--- config.mk ---
export PLATFORM = sky130hd
export DESIGN_NAME = corr_block_top
export DESIGN_NICKNAME = d
export VERILOG_FILES = /design/src/design/corr_pkg.sv /design/src/design/corr_sequencer.sv /design/src/design/corr_pair_select.sv /design/src/design/corr_accumulate.sv /design/src/design/corr_accum_ram.sv /design/src/design/corr_readout.sv /design/src/design/corr_block_top.sv
export VERILOG_INCLUDE_DIRS = /design/src /design/src/design
export SDC_FILE = /design/constraint.sdc
export NUM_CORES = 1
export LEC_CHECK = 0
export BUFFER_PORTS_ARGS = -buffer_cell sky130_fd_sc_hd__buf_4
export CAP_MARGIN = 10
export CORE_MARGIN = 5
export CORE_UTILIZATION = 55
export DETAILED_ROUTE_END_ITERATION = 12
export PLACE_DENSITY = 0.72
export RECOVER_POWER = 50
export SLEW_MARGIN = 10
export SYNTH_ARGS = -nofsm -noshare
export SYNTH_HDL_FRONTEND = slang
export SYNTH_SLANG_ARGS = --single-unit
--- constraint.sdc ---
create_clock -name clk_x -period 4.36 [get_ports clk_x]
set_input_delay 0.872 -clock clk_x [delete_from_list [all_inputs] [get_ports clk_x]]
set_output_delay 0.872 -clock clk_x [all_outputs]
set_load 0.005 [all_outputs]
--- src/design/corr_macros.svh ---
`ifndef CORR_MACROS_SVH
`define CORR_MACROS_SVH

// ----------------------------------------------------------------------
// Correlator sizing
// ----------------------------------------------------------------------

// Antenna lanes on the sample bus
`define CORR_ANTENNAS 24

// Fixed antenna pairs, one slot each per sample
`define CORR_SLOTS 12

// Width of each cos/sin count, wraps modulo 2**width
`define CORR_ACCUM 12

// Readout address to readout data, in clk_x cycles
`define CORR_RD_LAT 2

`endif

--- src/design/corr_pkg.sv ---
`include "corr_macros.svh"

package corr_pkg;

   // ----------------------------------------------------------------------
   // Index types
   // ----------------------------------------------------------------------

   // Slot counter, 12 slots used out of 16
   typedef logic [3:0] slot_t;

   // Antenna lane index
   typedef logic [4:0] ant_t;

   // One correlated pair, a on the real side and b on both sides
   typedef struct packed {
      ant_t a;
      ant_t b;
   } pair_t;

   // Stored visibility, sin in the upper half
   typedef struct packed {
      logic [`CORR_ACCUM-1:0] sin;
      logic [`CORR_ACCUM-1:0] cos;
   } vis_t;

   // ----------------------------------------------------------------------
   // Pair table
   // ----------------------------------------------------------------------

   // Slot k pairs antenna k with antenna k+12
   parameter pair_t corr_pairs [0:`CORR_SLOTS-1] = '{
      '{a: 5'd0,  b: 5'd12},
      '{a: 5'd1,  b: 5'd13},
      '{a: 5'd2,  b: 5'd14},
      '{a: 5'd3,  b: 5'd15},
      '{a: 5'd4,  b: 5'd16},
      '{a: 5'd5,  b: 5'd17},
      '{a: 5'd6,  b: 5'd18},
      '{a: 5'd7,  b: 5'd19},
      '{a: 5'd8,  b: 5'd20},
      '{a: 5'd9,  b: 5'd21},
      '{a: 5'd10, b: 5'd22},
      '{a: 5'd11, b: 5'd23}
   };

endpackage

--- src/design/corr_sequencer.sv ---
`timescale 1ns/1ps
`include "corr_macros.svh"

module corr_sequencer import corr_pkg::*; (
   input  logic                      clk_x,
   input  logic                      rst,
   input  logic                      samp_req,
   input  logic [`CORR_ANTENNAS-1:0] samp_re,
   input  logic [`CORR_ANTENNAS-1:0] samp_im,
   input  logic                      swap_req,
   input  logic                      rd_busy,
   output logic                      samp_ack,
   output logic                      swap_ack,
   output logic [`CORR_ANTENNAS-1:0] lat_re,
   output logic [`CORR_ANTENNAS-1:0] lat_im,
   output slot_t                     slot,
   output logic                      slot_go,
   output logic                      clr,
   output logic                      bank
);

   typedef enum logic [1:0] {
      S_IDLE,
      S_RUN,
      S_WAIT,
      S_ACK
   } state_t;

   localparam slot_t SLOT_LAST = slot_t'(`CORR_SLOTS - 1);
   // Last slot leaves the add stage two cycles on, RAM takes it the cycle after
   localparam logic [1:0] WAIT_LAST = 2'd2;

   state_t                  state;
   logic [1:0]              wait_cnt;
   logic [`CORR_SLOTS-1:0]  clr_mask;

   // Old flag value goes out with the slot, bit drops at the same edge
   assign clr = clr_mask[slot];

   // ----------------------------------------------------------------------
   // Control FSM, bank and clear flags
   // ----------------------------------------------------------------------
   always_ff @(posedge clk_x) begin
      if (rst) begin
         state    <= S_IDLE;
         samp_ack <= 1'b0;
         swap_ack <= 1'b0;
         slot     <= '0;
         slot_go  <= 1'b0;
         wait_cnt <= '0;
         bank     <= 1'b0;
         clr_mask <= '1;
      end else begin
         // First touch of a slot consumes its flag
         if (slot_go)
            clr_mask[slot] <= 1'b0;

         // Swap ack follows its req down
         if (swap_ack && !swap_req)
            swap_ack <= 1'b0;

         case (state)
            S_IDLE: begin
               if (samp_req && !samp_ack) begin
                  state   <= S_RUN;
                  slot    <= '0;
                  slot_go <= 1'b1;
               end else if (swap_req && !swap_ack && !rd_busy) begin
                  // Pipeline is empty here, safe to flip
                  bank     <= ~bank;
                  clr_mask <= '1;
                  swap_ack <= 1'b1;
               end
            end
            S_RUN: begin
               if (slot == SLOT_LAST) begin
                  slot_go  <= 1'b0;
                  wait_cnt <= '0;
                  state    <= S_WAIT;
               end else begin
                  slot <= slot + slot_t'(1);
               end
            end
            S_WAIT: begin
               // Drain lookup, read and add stages
               if (wait_cnt == WAIT_LAST) begin
                  samp_ack <= 1'b1;
                  state    <= S_ACK;
               end else begin
                  wait_cnt <= wait_cnt + 2'd1;
               end
            end
            default: begin
               if (!samp_req) begin
                  samp_ack <= 1'b0;
                  state    <= S_IDLE;
               end
            end
         endcase
      end
   end

   // Sample capture as the request is taken
   always_ff @(posedge clk_x) begin
      if (state == S_IDLE && samp_req && !samp_ack) begin
         lat_re <= samp_re;
         lat_im <= samp_im;
      end
   end

   a_slot_range: assert property (@(posedge clk_x) disable iff (rst)
      slot_go |-> (slot < slot_t'(`CORR_SLOTS)));

endmodule

--- src/design/corr_pair_select.sv ---
`timescale 1ns/1ps
`include "corr_macros.svh"

module corr_pair_select import corr_pkg::*; (
   input  slot_t                     slot,
   input  logic [`CORR_ANTENNAS-1:0] lat_re,
   input  logic [`CORR_ANTENNAS-1:0] lat_im,
   output logic                      ar,
   output logic                      br,
   output logic                      bi
);

   pair_t pair;

   // ----------------------------------------------------------------------
   // Table lookup and lane pick
   // ----------------------------------------------------------------------

   // Slot picks its pair from the fixed table
   assign pair = corr_pairs[slot];

   // Real of a against real and imag of b
   assign ar = lat_re[pair.a];
   assign br = lat_re[pair.b];
   assign bi = lat_im[pair.b];

   // Table entries must land on real lanes
   always_comb begin
      if (slot < slot_t'(`CORR_SLOTS)) begin
         a_ant_range: assert ((pair.a < ant_t'(`CORR_ANTENNAS)) &&
                              (pair.b < ant_t'(`CORR_ANTENNAS)))
            else $error("pair table index past the antenna lanes");
      end
   end

endmodule

--- src/design/corr_accumulate.sv ---
`timescale 1ns/1ps
`include "corr_macros.svh"

module corr_accumulate import corr_pkg::*; (
   input  logic  clk_x,
   input  logic  rst,
   input  logic  slot_go,
   input  slot_t slot,
   input  logic  clr,
   input  logic  bank,
   input  logic  ar,
   input  logic  br,
   input  logic  bi,
   input  vis_t  rd_vis,
   output logic  wr_en,
   output logic  wr_bank,
   output slot_t wr_slot,
   output vis_t  wr_data
);

   logic  go_d;
   logic  clr_d;
   logic  bank_d;
   slot_t slot_d;
   logic  cos_d;
   logic  sin_d;
   vis_t  base;

   // ----------------------------------------------------------------------
   // Stage one, wait out the RAM read
   // ----------------------------------------------------------------------
   always_ff @(posedge clk_x) begin
      if (rst)
         go_d <= 1'b0;
      else
         go_d <= slot_go;
   end

   always_ff @(posedge clk_x) begin
      slot_d <= slot;
      clr_d  <= clr;
      bank_d <= bank;
      // One-bit correlation, agreement counts up
      cos_d  <= ~(ar ^ br);
      sin_d  <= ~(ar ^ bi);
   end

   // ----------------------------------------------------------------------
   // Stage two, add and register the write
   // ----------------------------------------------------------------------

   // Zero in place of the stored count after a swap
   assign base = clr_d ? '0 : rd_vis;

   always_ff @(posedge clk_x) begin
      if (rst)
         wr_en <= 1'b0;
      else
         wr_en <= go_d;
   end

   always_ff @(posedge clk_x) begin
      wr_bank     <= bank_d;
      wr_slot     <= slot_d;
      // Counts wrap on overflow
      wr_data.cos <= base.cos + {{(`CORR_ACCUM-1){1'b0}}, cos_d};
      wr_data.sin <= base.sin + {{(`CORR_ACCUM-1){1'b0}}, sin_d};
   end

endmodule

--- src/design/corr_accum_ram.sv ---
`timescale 1ns/1ps
`include "corr_macros.svh"

module corr_accum_ram import corr_pkg::*; (
   input  logic  clk_x,
   input  logic  acc_bank,
   input  slot_t acc_slot,
   input  logic  wr_en,
   input  logic  wr_bank,
   input  slot_t wr_slot,
   input  vis_t  wr_data,
   input  logic  rd_bank,
   input  slot_t rd_slot,
   input  logic  rd_busy,
   output vis_t  acc_vis,
   output vis_t  rd_vis
);

   // Two banks of one entry per pair
   vis_t mem [0:1][0:`CORR_SLOTS-1];

   // Power-up contents are zero, so an untouched bank reads back clean
   initial begin
      for (int b = 0; b < 2; b++) begin
         for (int s = 0; s < `CORR_SLOTS; s++) begin
            mem[b][s] = '0;
         end
      end
   end

   // ----------------------------------------------------------------------
   // Write port, fed by the add stage
   // ----------------------------------------------------------------------
   always_ff @(posedge clk_x) begin
      if (wr_en)
         mem[wr_bank][wr_slot] <= wr_data;
   end

   // ----------------------------------------------------------------------
   // Read ports, both registered
   // ----------------------------------------------------------------------

   // Accumulate side, active bank
   always_ff @(posedge clk_x) begin
      acc_vis <= mem[acc_bank][acc_slot];
   end

   // Readout side, finished bank
   always_ff @(posedge clk_x) begin
      rd_vis <= mem[rd_bank][rd_slot];
   end

   // Readout bank must stay frozen while the bus is in a transfer
   a_no_rd_clash: assert property (@(posedge clk_x)
      (wr_en && rd_busy) |-> (wr_bank != rd_bank));

endmodule

--- src/design/corr_readout.sv ---
`timescale 1ns/1ps
`include "corr_macros.svh"

module corr_readout import corr_pkg::*; (
   input  logic  clk_x,
   input  logic  rst,
   input  logic  bus_req,
   input  slot_t bus_addr,
   input  logic  bank,
   input  vis_t  ram_vis,
   output logic  bus_ack,
   output vis_t  bus_data,
   output slot_t rd_slot,
   output logic  rd_bank,
   output logic  rd_busy
);

   typedef enum logic [1:0] {
      R_IDLE,
      R_WAIT,
      R_ACK
   } state_t;

   localparam int CNT_W = $clog2(`CORR_RD_LAT + 1);
   localparam logic [CNT_W-1:0] CNT_LAST = CNT_W'(`CORR_RD_LAT);

   state_t           state;
   logic [CNT_W-1:0] cnt;
   logic             take;

   // Bus only ever sees the bank the sequencer is not filling
   assign rd_bank = ~bank;

   // Busy as soon as a request shows, keeps a swap from slipping in
   assign rd_busy = (state != R_IDLE) || bus_req;

   assign take = (state == R_IDLE) && bus_req && !bus_ack;

   // ----------------------------------------------------------------------
   // Bus FSM
   // ----------------------------------------------------------------------
   always_ff @(posedge clk_x) begin
      if (rst) begin
         state   <= R_IDLE;
         cnt     <= '0;
         bus_ack <= 1'b0;
      end else begin
         case (state)
            R_IDLE: begin
               if (take) begin
                  cnt   <= '0;
                  state <= R_WAIT;
               end
            end
            R_WAIT: begin
               // RAM output has settled by now
               if (cnt == CNT_LAST) begin
                  bus_ack <= 1'b1;
                  state   <= R_ACK;
               end else begin
                  cnt <= cnt + 1'b1;
               end
            end
            default: begin
               if (!bus_req) begin
                  bus_ack <= 1'b0;
                  state   <= R_IDLE;
               end
            end
         endcase
      end
   end

   // Address in, data out, both held for the transfer
   always_ff @(posedge clk_x) begin
      if (take)
         rd_slot <= bus_addr;
      if (state == R_WAIT && cnt == CNT_LAST)
         bus_data <= ram_vis;
   end

   a_addr_range: assert property (@(posedge clk_x) disable iff (rst)
      bus_req |-> (bus_addr < slot_t'(`CORR_SLOTS)));

endmodule

--- src/design/corr_block_top.sv ---
`timescale 1ns/1ps
`include "corr_macros.svh"

module corr_block_top import corr_pkg::*; (
   input  logic                      clk_x,
   input  logic                      rst,
   // Sample channel
   input  logic                      samp_req,
   input  logic [`CORR_ANTENNAS-1:0] samp_re,
   input  logic [`CORR_ANTENNAS-1:0] samp_im,
   output logic                      samp_ack,
   // Swap channel
   input  logic                      swap_req,
   output logic                      swap_ack,
   // Readout channel
   input  logic                      bus_req,
   input  slot_t                     bus_addr,
   output logic                      bus_ack,
   output vis_t                      bus_data
);

   logic [`CORR_ANTENNAS-1:0] lat_re;
   logic [`CORR_ANTENNAS-1:0] lat_im;
   slot_t                     slot;
   logic                      slot_go;
   logic                      clr;
   logic                      bank;
   logic                      ar;
   logic                      br;
   logic                      bi;
   vis_t                      acc_vis;
   logic                      wr_en;
   logic                      wr_bank;
   slot_t                     wr_slot;
   vis_t                      wr_data;
   slot_t                     rd_slot;
   logic                      rd_bank;
   logic                      rd_busy;
   vis_t                      bus_vis;

   // ----------------------------------------------------------------------
   // Control
   // ----------------------------------------------------------------------
   corr_sequencer u_seq (
      .clk_x(clk_x), .rst(rst),
      .samp_req(samp_req), .samp_re(samp_re), .samp_im(samp_im),
      .swap_req(swap_req), .rd_busy(rd_busy),
      .samp_ack(samp_ack), .swap_ack(swap_ack),
      .lat_re(lat_re), .lat_im(lat_im),
      .slot(slot), .slot_go(slot_go), .clr(clr), .bank(bank)
   );

   // ----------------------------------------------------------------------
   // Datapath, lookup then read then add
   // ----------------------------------------------------------------------
   corr_pair_select u_sel (
      .slot(slot), .lat_re(lat_re), .lat_im(lat_im),
      .ar(ar), .br(br), .bi(bi)
   );

   corr_accumulate u_acc (
      .clk_x(clk_x), .rst(rst),
      .slot_go(slot_go), .slot(slot), .clr(clr), .bank(bank),
      .ar(ar), .br(br), .bi(bi), .rd_vis(acc_vis),
      .wr_en(wr_en), .wr_bank(wr_bank), .wr_slot(wr_slot), .wr_data(wr_data)
   );

   corr_accum_ram u_ram (
      .clk_x(clk_x),
      .acc_bank(bank), .acc_slot(slot),
      .wr_en(wr_en), .wr_bank(wr_bank), .wr_slot(wr_slot), .wr_data(wr_data),
      .rd_bank(rd_bank), .rd_slot(rd_slot), .rd_busy(rd_busy),
      .acc_vis(acc_vis), .rd_vis(bus_vis)
   );

   // Bus side
   corr_readout u_rd (
      .clk_x(clk_x), .rst(rst),
      .bus_req(bus_req), .bus_addr(bus_addr), .bank(bank), .ram_vis(bus_vis),
      .bus_ack(bus_ack), .bus_data(bus_data),
      .rd_slot(rd_slot), .rd_bank(rd_bank), .rd_busy(rd_busy)
   );

endmodule

* Word level (Yosys, flattened, before mapping)
Memory sizes are Yosys's and may differ from the RTL's. A register that Yosys moved wholly into a read port is not among the register bits.
Cells that the tools add are included.
** Storage, ports and cells
- Bits in writable memories :: 576
- Input bits :: 57
- Memories kept :: 2
- Output and inout port bits :: 27
- Memory bits (read-only) :: 160
- Register bits :: 192
- Logic and storage cells :: 170
** Cells by class
- Mux-type cells :: 60
- Bitwise logic cells :: 13
- Order comparisons :: 8
- Reductions and logical operators :: 33
- $add $sub $neg :: 5
- Eq/ne operators :: 18
** Memory list
- u_ram.mem :: depth 2, bits a word 288, rd ports 2, clocked after memory_dff 1, write ports 1, line corr_accum_ram.sv:20 : vis_t mem [0:1][0:`CORR_SLOTS-1];
- (name not given) :: depth 16, bits a word 10, rd ports 1, clocked after memory_dff 0, write ports 0, line corr_pair_select.sv:20 : assign pair = corr_pairs[slot];
** Operators by type and width (count)
- $mux 288 :: 1
- $bmux 24 s4 :: 2
- $mux 24 :: 6
- $demux 24 s4 :: 1
- $mux 12 :: 4
- $add 12x1->12 :: 2
- $reduce_and 3->1 :: 8
- $mux 2 :: 11
- $mux 10 :: 2
- $mux 1 :: 18
- $bmux 1 s5 :: 3
- $ge 5x5->1 const B :: 3
- $not 4->5 :: 3
- $ne 2x1->1 const B :: 7
- $and 12x12->12 :: 1
- $lt 5x6->1 const B :: 2
- $not 12->12 :: 1
- $pmux 2 s2 :: 3
- $logic_and 1x1->1 :: 11
- $mux 4 :: 2
- $pmux 4 s2 :: 1
- $reduce_bool 2->1 :: 4
- $eq 2x2->1 const B :: 3
- $ne 2x2->1 const B :: 3
- 20 further kinds :: 35

* Longest topological paths before layout
- Depth in word-level cells :: 10
- Mapped depth :: 9
- Depth with buffers taken out :: 7

* Hierarchy
From an unflattened synthesis, not the netlist that was laid out.
** Unflattened totals
- Cell total of the unflattened synthesis :: 2159
- Area total of the unflattened synthesis :: 33801.2 um^2
** Modules (own cells, without submodules)
- corr_accum_ram :: cells each 1749, area an instance 28215.8 um^2, sequential area each 18257.5 um^2, times used 1
- corr_sequencer :: cells each 185, area an instance 2726.4 um^2, sequential area each 1921.8 um^2, times used 1
- corr_accumulate :: cells each 136, area an instance 1411.4 um^2, sequential area each 780.7 um^2, times used 1
- corr_readout :: cells each 62, area an instance 1128.6 um^2, sequential area each 940.9 um^2, times used 1
- corr_pair_select :: cells each 27, area an instance 319.1 um^2, sequential area each 0.0 um^2, times used 1

* Worst setup path before layout
OpenSTA, ideal clock, no wires.
- Kind :: input to register
- Start :: in samp_req
- End :: reg u_seq.lat_im[12] (enable)
- Stages :: 2
- Arrival time :: 2.539 ns
- Path buffers :: 0
- Required time :: 3.931 ns
- Setup slack :: 1.392 ns
- Library setup time :: 0.429 ns
- Cells stage by stage :: nand2b_1 nor2_1
** On the way
- Cells in the longest elaborated chain, start to end :: 2
** Ends and longest elaborated chain
- from (decl) :: line corr_block_top.sv:8 : input logic samp_req,
- $logic_and 1x1->1 (2 in a row) :: line corr_sequencer.sv:105 : if (state == S_IDLE && samp_req && !samp_ack) begin
- to (signal assigned) :: line corr_sequencer.sv:107 : lat_im <= samp_im;
- to (decl) :: line corr_sequencer.sv:15 : output logic [`CORR_ANTENNAS-1:0] lat_im,
No other way between the ends.
A chain may end at the register's enable or synchronous reset.

* Final worst setup path
- Start :: reg u_acc.clr_d
- End :: reg u_acc.wr_data[16] (netlist name)
** On the way
- Cells in the longest elaborated chain, start to end :: 2
** Ends and longest elaborated chain
- from (decl) :: line corr_accumulate.sv:22 : logic clr_d;
- from (signal assigned) :: line corr_accumulate.sv:41 : clr_d <= clr;
- $mux 24 :: line corr_accumulate.sv:53 : assign base = clr_d ? '0 : rd_vis;
- $add 12x1->12 :: line corr_accumulate.sv:67 : wr_data.sin <= base.sin + {{(`CORR_ACCUM-1){1'b0}}, sin_d};
No other way between the ends.

==> qor.log <==
qor: worst_setup_path.critical-path-slowest-cell clkbuf_1
qor: routing.met1Wirelength 35,400 um
qor: finish.diodes 0
qor: finish.layout.filler_cells 4,181
qor: synth.netlist_top_cells_area edfxtp_1 (59%), mux4_2 (10%), mux2i_1 (10%), dfxtp_1 (7.1%), a22oi_1 (1.4%)
qor: placement.globalplace.congestion 0.830
qor: synth.synth-edff-count 640
qor: finish.seq_area 0.0216 mm2
qor: synth.post_synth_and_or_nand_nor_area_fraction 0.0411
qor: sta.relSlewSlack -0.293
qor: routing.drt_iter0_markers 2,662
qor: finish.final_area 0.0369 mm2
qor: finish.post_route_cells_drive_above_1_share 0.209
qor: run_status.violated_checks capacitance limit, slew limit
qor: synth.net_count_of_the_mapped_netlist 2,072
qor: power.netsw 4.34 mW
qor: power.vdd.ir_drop.worst 360 uV
qor: global_route.global_route.overflow_total 0
qor: power.seqPwrFrac 0.520
qor: worst_setup_path.critical_path.top_delay_family buffers and inverters
qor: clock_tree.postCtsHoldBufs 0
qor: synth.synth_adder_area_share 0.00533
qor: synth.ys_types 56
qor: placement.buffer_ports.inserted 71
qor: floorplan.floorplan.rows 89
qor: power.clkPwrFrac 0.375
qor: synth.yosys.area.top_type_share 0.585
qor: worst_setup_path.crit_arrival 3.44 ns
qor: clock_tree.cts_sinks 757
qor: routing.dr_total_vias 20,000
qor: run_status.status complete, but fails checks
qor: routing.avg_vias_per_cell 6.89
qor: power.power_frac_comb 0.105
qor: floorplan.top_level_ports 84
qor: worst_setup_path.critical_path_peak_fanout 28
qor: worst_setup_path.cpPeakStageDelay 1.22 ns
qor: clock_tree.cts_setup_buffers 0
qor: floorplan.core_area 0.0591 mm2
qor: routing.drcViolationCount 0
qor: routing.top_signal_layer_used met4
qor: routing.routedWlPerCell 31.7 um
qor: synth.synth_top_family_by_area multiplexers
qor: clock_tree.cts-root-buf clkbuf_16
qor: power.power.density 472 mW/mm2
qor: clock_tree.tritoncts done
qor: routing.route.final.wire_length 92,100 um
qor: synth.synth_compound_gate_area_share 0.0567
qor: power.power.share.switching 0.250
qor: placement.dpl_worst_slack 1.61 ns
qor: floorplan.floorplan_die_width 254 um
qor: power.power_report.internal_total 13.1 mW
qor: sta.finClkSkew 0.0212 ns
qor: global_route.via_count_of_the_first_global_routing_pass 20,400
qor: placement.detailedPlacementHpwl 51,400 um
qor: sta.clock_period_minus_worst_slack 3.01 ns
qor: synth.yosys-mux-area-fraction 0.212
qor: global_route.globalRouteTotalUtil 0.284
qor: synth.synthCells 2,001
qor: routing.firstDrtPassIters 5
qor: clock_tree.max_clock_buf_depth 3
qor: worst_setup_path.critPathBufInv 1
qor: power.power.static_leakage 12.3 nW
qor: run.max_cap_violations 2
qor: synth.yosysWarningCount 0
qor: synth.synthesis.area 0.0328 mm2
qor: sta.max_clock_freq 332 MHz
qor: synth.synth-main-ff-cell edfxtp_1
qor: sta.setup_total_negative_slack 0 ns
qor: placement.placed_instance_area 0.0344 mm2
qor: finish.number_of_nets_in_the_layout 2,142
qor: worst_setup_path.worst_setup_path_end_kind flip-flop
qor: sta.report.final.setup_viol 0
qor: global_route.grt_pass1_wl 134,000 um
qor: floorplan.die_area 0.0647 mm2
qor: worst_hold_path.min_path_type flip-flop to flip-flop
qor: floorplan.initial_utilization 0.556
qor: synth.synth-xor-area-share 0.00533
qor: sta.final_min_period_over_clock_period 0.690
qor: finish.syn_to_final_growth 12.2%
qor: routing.wl_met2 42,900 um
qor: routing.metal3_wl 9790 um
qor: global_route.antenna_found_initial 1
qor: worst_setup_path.crit_path_start_kind flip-flop
qor: sta.unrepaired_setup_endpoints_after_global_routing no
qor: floorplan.die_height 254 um
qor: synth.mean_syn_cell_area 16.4 um2
qor: sta.worst_pin_slew 1.94 ns
qor: synth.most_frequent_cell_after_synthesis edfxtp_1
qor: clock_tree.numCtsBuffers 77
qor: sta.final-hold-violation-count 0
qor: worst_setup_path.crit_top_cell ha_1
qor: worst_setup_path.crit_type flip-flop to flip-flop
qor: worst_setup_path.cp_cell_sequence clkbuf_1 > nor2b_1 > ha_1 > ha_1 > and2_1 > nand2_1 > xor2_1 > nor2_1
qor: synth.sequential_share_of_the_synthesized_area 0.656
qor: synth.async_flop_share 0
qor: clock_tree.worst_skew_late_latency 0.63 ns
qor: sta.finalHoldWorstSlack 0.325 ns
qor: synth.synth-seq-cells 757
qor: sta.setup_ws 1.35 ns
qor: finish.post-route-util 0.624
qor: clock_tree.post_cts_resize_count 0
qor: synth.synth_commonest_cells edfxtp_1 (640), mux2i_1 (337), mux4_2 (150), dfxtp_1 (117), nand2_1 (79)
qor: routing.route.antenna.remaining_nets 0
qor: sta.slew_limit_fails 54
qor: clock_tree.cts_max_level 3
qor: worst_setup_path.cp_data_required_time 4.79 ns
qor: clock_tree.path_clk_slew 0.06 ns
qor: global_route.grt_start_max_net_pins 77
qor: synth.synth_top_cell_by_area edfxtp_1
qor: finish.multiInputGateArea 0.0107 mm2
[layer usage]
metal	global-route usage	vias to the layer above
met3	0.0612	258
met2	0.449	1315
met4	0.110	0
met1	0.394	10300
li1	-	8195
met5	0	-
[power groups by stage]
stage | clock (mW) | sequential [mW] | combinational, mW
floorplan | 0 | 8.89 | 1.35
global placement | 0 | 9.15 | 1.77
detailed placement | 0 | 9.19 | 1.81
CTS | 6.59 | 9.04 | 1.82
global route | 6.91 | 9.10 | 1.94
finish | 6.54 | 9.05 | 1.83
[logic make-up after synthesis]
kind of cell	after synthesis
flip-flops	757
multiplexers	502
AO/OA/AOI/OAI	278
AND/OR/NAND/NOR	278
buffers and inverters	152
XOR/XNOR	20
adder cells (fa/ha/maj)	14
[layout make-up]
class / count / area share
Sequential cell: 757 / 0.585
Multi-Input combinational cell: 1092 / 0.291
Clock buffer: 116 / 0.0618
Timing Repair Buffer: 129 / 0.0281
Tap cell: 773 / 0.0262
Clock inverter: 25 / 0.00591
Inverter: 14 / 0.00143
[metrics by stage]
stage	std cells	power [mW]
5_1_grt	2906	17.9
2_1_floorplan	2001	10.2
3_5_place_dp	2765	11.0
4_1_cts	2906	17.4
6_report	2906	17.4
3_3_place_gp	2765	10.9
[placed cells by master (no fill, tap or decap), drive strengths merged, types with 12 or more instances in the layout]
cell type / instances
a21oi: 54
a221oi: 46
a22oi: 63
buf: 85
clkbuf: 160
clkinv: 18
dfxtp: 117
edfxtp: 640
ha: 14
inv: 17
mux2: 12
mux2i: 337
mux4: 153
nand2: 79
nand3: 75
nor2: 53
nor2b: 21
o211ai: 37
o21ai: 68
xor2: 12
[sequential cells by signal (all words and copies together) (netlist names), 2 cells and up, named ones only]
register and cells:
u_seq.lat_re 24, u_acc.slot_d 4, u_ram.rd_vis 24, u_ram.acc_vis 24, u_acc.wr_slot 4, u_seq.clr_mask 12
u_rd.bus_data 24, u_rd.rd_slot 4, u_seq.lat_im 12, u_rd.state 2, u_acc.wr_data 24, u_rd.cnt 2
u_ram.mem 576, u_seq.wait_cnt 2, u_seq.slot 4, u_seq.state 2
[path summary, 6_finish.rpt]
kind | start | endpoint | slack [ns] | cells after the start
min | u_acc.slot_d[3] | u_acc.wr_slot[3] | 0.33 | 0
max | u_acc.clr_d | u_acc.wr_data[16] | 1.35 | 8
min reg2reg | u_acc.slot_d[3] | u_acc.wr_slot[3] | 0.33 | 0
max reg2reg | u_acc.clr_d | u_acc.wr_data[16] | 1.35 | 8
[worst reg2reg max path, delay by kind of cell, from the launching register on]
family | cells | cell delay (ns)
simple gates | 4 | 0.50
fa+ha+maj | 2 | 0.61
xor+xnor | 1 | 0.19
flops | 1 | 0.30
buf+inv | 1 | 1.22
No activity file was read; power rests on OpenSTA's default activity.
